<file path="config.mk">
export PLATFORM = sky130hd
export DESIGN_NAME = cpu_top
export DESIGN_NICKNAME = d
export VERILOG_FILES = /design/src/rv_pkg.sv /design/src/cpu_top.sv /design/src/exu.sv /design/src/idu.sv /design/src/pc_reg.sv /design/src/regfile.sv
export SDC_FILE = /design/constraint.sdc
export NUM_CORES = 2
export LEC_CHECK = 0
export BUFFER_PORTS_ARGS = -buffer_cell sky130_fd_sc_hd__clkbuf_2
export CAP_MARGIN = 40
export CORE_MARGIN = 3
export CORE_UTILIZATION = 60
export DETAILED_ROUTE_END_ITERATION = 7
export GPL_ROUTABILITY_DRIVEN = 0
export GPL_TIMING_DRIVEN = 1
export PLACE_DENSITY = 0.77
export SLEW_MARGIN = 20
export SYNTH_ARGS = -nofsm -noshare
export SYNTH_HDL_FRONTEND = slang
export SYNTH_SLANG_ARGS = --single-unit
</file>
<file path="constraint.sdc">
create_clock -name clk -period 9 [get_ports clk]
set_clock_uncertainty 0.15 [all_clocks]
set_input_delay 0.9 -clock clk [delete_from_list [all_inputs] [get_ports clk]]
set_output_delay 0.9 -clock clk [all_outputs]
set_load 0.01 [all_outputs]
</file>
<file path="src/rv_pkg.sv">
package rv_pkg;

	typedef logic [31:0] xlen_t;

	localparam logic [6:0] OP_LUI   = 7'b0110111;
	localparam logic [6:0] OP_AUIPC = 7'b0010111;
	localparam logic [6:0] OP_JAL   = 7'b1101111;
	localparam logic [6:0] OP_JALR  = 7'b1100111;
	localparam logic [6:0] OP_LOAD  = 7'b0000011;
	localparam logic [6:0] OP_IMM   = 7'b0010011;
	localparam logic [6:0] OP_REG   = 7'b0110011;
	localparam logic [6:0] OP_STORE = 7'b0100011;

	typedef struct packed {
		logic [6:0] funct7;
		logic [4:0] rs2;
		logic [4:0] rs1;
		logic [2:0] funct3;
		logic [4:0] rd;
		logic [6:0] opcode;
	} r_fmt_t;

	typedef struct packed {
		logic [11:0] imm12;
		logic [4:0]  rs1;
		logic [2:0]  funct3;
		logic [4:0]  rd;
		logic [6:0]  opcode;
	} i_fmt_t;

	typedef struct packed {
		logic [6:0] imm_hi; // imm[11:5]
		logic [4:0] rs2;
		logic [4:0] rs1;
		logic [2:0] funct3;
		logic [4:0] imm_lo; // imm[4:0]
		logic [6:0] opcode;
	} s_fmt_t;

	// branch layout, no branch unit behind it
	typedef struct packed {
		logic       imm12;
		logic [5:0] imm10_5;
		logic [4:0] rs2;
		logic [4:0] rs1;
		logic [2:0] funct3;
		logic [3:0] imm4_1;
		logic       imm11;
		logic [6:0] opcode;
	} b_fmt_t;

	typedef struct packed {
		logic [19:0] imm20; // imm[31:12]
		logic [4:0]  rd;
		logic [6:0]  opcode;
	} u_fmt_t;

	typedef struct packed {
		logic       imm20;
		logic [9:0] imm10_1;
		logic       imm11;
		logic [7:0] imm19_12;
		logic [4:0] rd;
		logic [6:0] opcode;
	} j_fmt_t;

	typedef union packed {
		r_fmt_t r;
		i_fmt_t i;
		s_fmt_t s;
		b_fmt_t b;
		u_fmt_t u;
		j_fmt_t j;
	} instr_t;

endpackage

</file>
<file path="src/cpu_top.sv">
module cpu_top #(
	parameter rv_pkg::xlen_t RESET_PC = '0
) (
	input  logic          clk,
	input  logic          rst,
	input  rv_pkg::xlen_t imem_data,
	input  rv_pkg::xlen_t dmem_rdata,
	output rv_pkg::xlen_t imem_addr,
	output rv_pkg::xlen_t dmem_addr,
	output rv_pkg::xlen_t dmem_wdata,
	output logic [7:0]    dmem_wmask,
	output logic          dmem_wen,
	output logic          dmem_ren
);

	logic [6:0]    opcode;
	logic [2:0]    funct3;
	logic [6:0]    funct7;
	logic [4:0]    rs1;
	logic [4:0]    rs2;
	logic [4:0]    rd;
	rv_pkg::xlen_t imm;
	rv_pkg::xlen_t src1;
	rv_pkg::xlen_t src2;
	rv_pkg::xlen_t val;
	logic          rd_wen;
	rv_pkg::xlen_t jump;
	logic          jump_en;

	pc_reg #(
		.RESET_PC(RESET_PC)
	) u_pc_reg (
		.clk     (clk),
		.rst     (rst),
		.jump    (jump),
		.jump_en (jump_en),
		.pc      (imem_addr) // fetch address is the pc
	);

	idu u_idu (
		.instr  (imem_data),
		.opcode (opcode),
		.funct3 (funct3),
		.funct7 (funct7),
		.rs1    (rs1),
		.rs2    (rs2),
		.rd     (rd),
		.imm    (imm)
	);

	regfile u_regfile (
		.clk    (clk),
		.rst    (rst),
		.rs1    (rs1),
		.rs2    (rs2),
		.rd     (rd),
		.rd_wen (rd_wen),
		.wdata  (val),
		.src1   (src1),
		.src2   (src2)
	);

	exu u_exu (
		.rst        (rst),
		.opcode     (opcode),
		.funct3     (funct3),
		.funct7     (funct7),
		.src1       (src1),
		.src2       (src2),
		.imm        (imm),
		.pc         (imem_addr),
		.dmem_rdata (dmem_rdata),
		.val        (val),
		.rd_wen     (rd_wen),
		.jump       (jump),
		.jump_en    (jump_en),
		.dmem_addr  (dmem_addr),
		.dmem_wdata (dmem_wdata),
		.dmem_wmask (dmem_wmask),
		.dmem_wen   (dmem_wen),
		.dmem_ren   (dmem_ren)
	);

endmodule

</file>
<file path="src/exu.sv">
module exu (
	input  logic          rst,
	input  logic [6:0]    opcode,
	input  logic [2:0]    funct3,
	input  logic [6:0]    funct7,
	input  rv_pkg::xlen_t src1,
	input  rv_pkg::xlen_t src2,
	input  rv_pkg::xlen_t imm,
	input  rv_pkg::xlen_t pc,
	input  rv_pkg::xlen_t dmem_rdata,
	output rv_pkg::xlen_t val,
	output logic          rd_wen,
	output rv_pkg::xlen_t jump,
	output logic          jump_en,
	output rv_pkg::xlen_t dmem_addr,
	output rv_pkg::xlen_t dmem_wdata,
	output logic [7:0]    dmem_wmask,
	output logic          dmem_wen,
	output logic          dmem_ren
);

	logic val_vld;
	logic st_vld;

	rv_pkg::xlen_t pc_link;

	assign pc_link = pc + 32'd4;

	// writeback value and jump target
	always_comb begin
		val     = '0;
		val_vld = 1'b0;
		jump    = '0;
		jump_en = 1'b0;
		case (opcode)
			rv_pkg::OP_LUI: begin
				val     = imm;
				val_vld = 1'b1;
			end
			rv_pkg::OP_AUIPC: begin
				val     = pc + imm;
				val_vld = 1'b1;
			end
			rv_pkg::OP_JAL: begin
				val     = pc_link;
				val_vld = 1'b1;
				jump    = pc + imm;
				jump_en = 1'b1;
			end
			rv_pkg::OP_JALR: begin
				if (funct3 == 3'd0) begin
					val     = pc_link;
					val_vld = 1'b1;
					jump    = (src1 + imm) & ~32'd1;
					jump_en = 1'b1;
				end
			end
			rv_pkg::OP_LOAD: begin
				if (funct3 == 3'd2) begin // lw only
					val     = dmem_rdata;
					val_vld = 1'b1;
				end
			end
			rv_pkg::OP_IMM: begin
				if (funct3 == 3'd0) begin // addi
					val     = src1 + imm;
					val_vld = 1'b1;
				end
			end
			rv_pkg::OP_REG: begin
				if ((funct7 == 7'd0) && (funct3 == 3'd0)) begin // add
					val     = src1 + src2;
					val_vld = 1'b1;
				end
			end
			default: begin
			end
		endcase
	end

	// store byte mask, unshifted
	always_comb begin
		dmem_wmask = 8'h0;
		if (opcode == rv_pkg::OP_STORE) begin
			case (funct3)
				3'd0: dmem_wmask = 8'h1;
				3'd1: dmem_wmask = 8'h3;
				3'd2: dmem_wmask = 8'hf;
				default: dmem_wmask = 8'h0;
			endcase
		end
	end

	assign st_vld = (dmem_wmask != 8'h0);

	assign dmem_addr  = src1 + imm;
	assign dmem_wdata = src2;
	assign dmem_ren   = (opcode == rv_pkg::OP_LOAD) || (opcode == rv_pkg::OP_STORE);
	assign dmem_wen   = st_vld && !rst;
	assign rd_wen     = val_vld && !rst;

endmodule

</file>
<file path="src/idu.sv">
module idu (
	input  rv_pkg::xlen_t instr,
	output logic [6:0]    opcode,
	output logic [2:0]    funct3,
	output logic [6:0]    funct7,
	output logic [4:0]    rs1,
	output logic [4:0]    rs2,
	output logic [4:0]    rd,
	output rv_pkg::xlen_t imm
);

	rv_pkg::instr_t ir;

	rv_pkg::xlen_t imm_i;
	rv_pkg::xlen_t imm_s;
	rv_pkg::xlen_t imm_u;
	rv_pkg::xlen_t imm_j;

	assign ir = rv_pkg::instr_t'(instr);

	// register and function fields sit at the same place in every format
	assign opcode = ir.r.opcode;
	assign funct3 = ir.r.funct3;
	assign funct7 = ir.r.funct7;
	assign rs1    = ir.r.rs1;
	assign rs2    = ir.r.rs2;
	assign rd     = ir.r.rd;

	assign imm_i = {{20{ir.i.imm12[11]}}, ir.i.imm12};
	assign imm_s = {{20{ir.s.imm_hi[6]}}, ir.s.imm_hi, ir.s.imm_lo};
	assign imm_u = {ir.u.imm20, 12'b0};
	assign imm_j = {
		{12{ir.j.imm20}},
		ir.j.imm19_12,
		ir.j.imm11,
		ir.j.imm10_1,
		1'b0
	};

	always_comb begin
		case (ir.r.opcode)
			rv_pkg::OP_JALR,
			rv_pkg::OP_LOAD,
			rv_pkg::OP_IMM: begin
				imm = imm_i;
			end
			rv_pkg::OP_STORE: begin
				imm = imm_s;
			end
			rv_pkg::OP_LUI,
			rv_pkg::OP_AUIPC: begin
				imm = imm_u;
			end
			rv_pkg::OP_JAL: begin
				imm = imm_j;
			end
			default: begin
				imm = '0; // r-type and unknown
			end
		endcase
	end

endmodule

</file>
<file path="src/pc_reg.sv">
module pc_reg #(
	parameter rv_pkg::xlen_t RESET_PC = '0
) (
	input  logic          clk,
	input  logic          rst,
	input  rv_pkg::xlen_t jump,
	input  logic          jump_en,
	output rv_pkg::xlen_t pc
);

	rv_pkg::xlen_t pc_next;
	rv_pkg::xlen_t pc_seq;

	assign pc_seq = pc + 32'd4;

	// jal/jalr override the sequential step
	always_comb begin
		if (jump_en) begin
			pc_next = jump;
		end else begin
			pc_next = pc_seq;
		end
	end

	always_ff @(posedge clk) begin
		if (rst) begin
			pc <= RESET_PC;
		end else begin
			pc <= pc_next;
		end
	end

endmodule

</file>
<file path="src/regfile.sv">
module regfile (
	input  logic          clk,
	input  logic          rst,
	input  logic [4:0]    rs1,
	input  logic [4:0]    rs2,
	input  logic [4:0]    rd,
	input  logic          rd_wen,
	input  rv_pkg::xlen_t wdata,
	output rv_pkg::xlen_t src1,
	output rv_pkg::xlen_t src2
);

	rv_pkg::xlen_t regs [32];

	// x0 never written, stays at its reset value
	always_ff @(posedge clk) begin
		if (rst) begin
			for (int k = 0; k < 32; k++) begin
				regs[k] <= '0;
			end
		end else if (rd_wen && (rd != 5'd0)) begin
			regs[rd] <= wdata;
		end
	end

	assign src1 = (rs1 == 5'd0) ? '0 : regs[rs1];
	assign src2 = (rs2 == 5'd0) ? '0 : regs[rs2];

endmodule

</file>
==> summary.md <==
| Metric | Value |
|---|---|
| Critical path class | `in -> out` |
| Mean post-synth cell area | `13.4 um^2` |
| Antenna viol nets, final | `0` |
| Share of cells above drive strength 1 | `0.272` |
| Unique cell type count in the Yosys netlist | `86` |
| Pwr/cell area | `178 nW/um^2` |
| Min-Delay Startpoint | `rst` |
| Post-CTS Hold Buffers | `0` |
| Post-synthesis sequential area ratio | `0.521` |
| H-tree level count | `3` |
| Worst hold slack | `427 ps` |
| Post-CTS sizing | `0` |
| Final Setup Violations | `0` |
| Rows | `115` |
| Failing checks | `DRC` |
| Post CTS Setup Buffer Count | `0` |
| Chip width | `323 um` |
| Die ar. | `104000 um^2` |
| GRT Total Usage | `0.418` |
| CP Max Fanout | `75` |
| Post-synth EDFFs | `1024` |
| Crit. End Element | `primary output` |
| First-pass GRT wire length | `309000 um` |
| Initial antenna violation count | `15` |
| DR DRC count | `1` |
| Most common cell after layout, fill and taps aside | `nor2_1` |
| Post-layout net count | `4710` |
| Final TNS setup | `0 ps` |
| Via/cell ratio | `7.76` |
| Largest net degree at the start of global routing | `107` |
| Worst-margin pin slew | `999 ps` |
| Die height | `323 um` |
| Reg2Reg Depth | `17` |
| Critical Path AT | `6730 ps` |
| # clock sinks | `1056` |
| Final Hold Viols | `0` |
| Final worst-path cycle share | `0.864` |
| Insertion delay to the later sink of the worst-skew pair | `750 ps` |
| Clk buf depth | `3` |
| Flops & latches, synth | `1056` |
| Critical Path RT | `7950 ps` |
| Pre-Repair DR Iteration Count | `8` |
| Total CTS buffers | `109` |
| R2R setup slack | `2630 ps` |
| Area grow syn2layout | `11.0%` |
| Top FF cell, synth | `edfxtp_1` |
| Min cycle time layout | `7780 ps` |
| Launching point of the worst reg2reg path | `u_regfile.regs[27][1]$_SDFFCE_PN0P_` |
| CP startpoint kind | `input pin` |
| RSZ-0062 raised after global routing | `no` |
| DR iter-0 viols | `8462` |
| Final slew viol count | `0` |
| Remaining global-route overflow | `0` |
| RR Endpoint | `u_regfile.regs[19][29]$_SDFFCE_PN0P_` |
| WHS Endpoint | `u_pc_reg.pc[1]$_SDFFE_PP0P_` |
| Clock-pin slew on the worst setup and hold paths | `70 ps` |
| Leak pwr | `0.0230 uW` |
| Hold Crit Depth | `2` |
| CTS tree | `done` |
| Max-cap violations | `0` |
| Vias in the first global route | `45.2k` |
| Outcome | `complete, but fails checks` |
| Total wire length | `217000 um` |
| Mapped Cells | `4495` |
| YS warnings | `0` |
| Hpwl dp | `135000 um` |
| Max reg flops | `1024` |
| Wire length per cell | `36.6 um` |
| Port-buffer cells | `167` |
| I/O Pins | `172` |
| Hold Path Class | `in -> reg` |
| Peak supply drop | `0.177 mV` |
| Cell Area, Synth | `60300 um^2` |
| Initial core utilization | `0.609` |
| Root Buffer | `clkbuf_16` |
| FMAX | `0.129 GHz` |
| Core footprint | `99000 um^2` |
| Commonest cells after routing, fill and taps aside | `nor2_1, edfxtp_1, mux4_2` |
| Fraction of registers with async set or reset after synthesis | `0` |
| Slew Limit Headroom | `0.334` |
| Routed vias | `46.0k` |
-- how the worst max path moves through the flow --
stage	from	to	slack (ps)	depth (start not counted)
after floorplan	imem_data[20]	u_regfile.regs[10][20]$_SDFFCE_PN0P_	2020	21
after global placement	imem_data[15]	u_regfile.regs[30][29]$_SDFFCE_PN0P_	1320	15
after detailed placement	imem_data[15]	dmem_addr[29]	1380	16
after CTS	imem_data[15]	dmem_addr[29]	1360	16
after global routing	imem_data[15]	dmem_addr[29]	1020	16
final	imem_data[15]	dmem_addr[29]	1220	16
-- where the power goes --
| part | internal [uW] | switching, uW | leakage (uW) |
|---|---|---|---|
| clock | 2510 | 2020 | 0.00170 |
| sequential | 5550 | 95.4 | 0.0108 |
| combinational | 685 | 1040 | 0.0105 |
| total | 8740 | 3160 | 0.0230 |
-- per-stage QoR --
step | setup WS, ps | util | total power [uW] | instance area [um^2] | std cells
after floorplan | 2020 | - | 6750 | 60400 | 4530
after global placement | 1320 | 0.637 | 7330 | 63100 | 5707
after detailed placement | 1380 | 0.640 | 7380 | 63400 | 5722
after CTS | 1360 | 0.675 | 11800 | 66900 | 5923
after global routing | 1020 | 0.676 | 12100 | 66900 | 5927
final | 1220 | 0.676 | 11900 | 66900 | 5928
-- Yosys cell counts (23+ instances only) --
cell      instances  area [um^2]
a21oi_1         197          986
a21o_1           66          495
nand4_1          25          156
a222oi_1         23          230
mux4_2          632        14200
inv_1            27          101
and2_1           23          144
clkbuf_1        320         1200
nor2_1         1072         4020
nand2_1         191          717
edfxtp_1       1024        30700
buf_1            66          248
xor2_1           40          350
xnor2_1          67          587
buf_2            41          205
dfxtp_1          32          641
mux2i_1          47          470
nor3_1           24          120
nand2b_1         47          294
ha_1             92         1150
o21ai_0          77          385
nand3_1          40          200
-- metal layers --
metal	GRT usage	routed length [um]	vias up
met3	0.178	39000	1300
met2	0.615	95100	5084
met5	0	140	-
met4	0.287	18800	20
met1	0.502	64000	22100
li1	-	-	17500
-- cell families (layout without fill, tap and decap cells) --
logic type / count (synthesis) / after routing / share of synthesized area
AOI/OAI and AO/OA: 574 / 574 / 0.0644
other: 1 / 38 / 0.0000622
xor gates and xnor gates: 107 / 107 / 0.0155
DFF: 1056 / 1056 / 0.521
adders and majority gates: 97 / 97 / 0.0204
buffers and inverters: 465 / 574 / 0.0306
muxes: 681 / 681 / 0.244
and+or+nand+nor: 1514 / 1514 / 0.104
-- cell type report --
| cell class | count | area, um^2 |
|---|---|---|
| Antenna cell | 2 | 5.00 |
| Clock buffer | 141 | 2900 |
| Clock inverter | 60 | 586 |
| Fill cell | 6575 | 32100 |
| Inverter | 29 | 111 |
| Multi-Input combinational cell | 3009 | 27800 |
| Sequential cell | 1056 | 31400 |
| Tap cell | 1287 | 1610 |
| Timing Repair Buffer | 344 | 2570 |
-- critical path, cell delays in order --
cell	delay, ps
buf_8	590
mux4_2	620
mux4_2	540
nand2_1	110
a21o_1	200
inv_1	110
ha_1	310
a21oi_1	180
o21ai_0	190
o41ai_1	720
nand2_1	270
a311oi_4	490
o21a_1	300
o21ai_0	150
xor2_1	600
clkbuf_2	280
No activity file was read; power rests on OpenSTA's default activity.
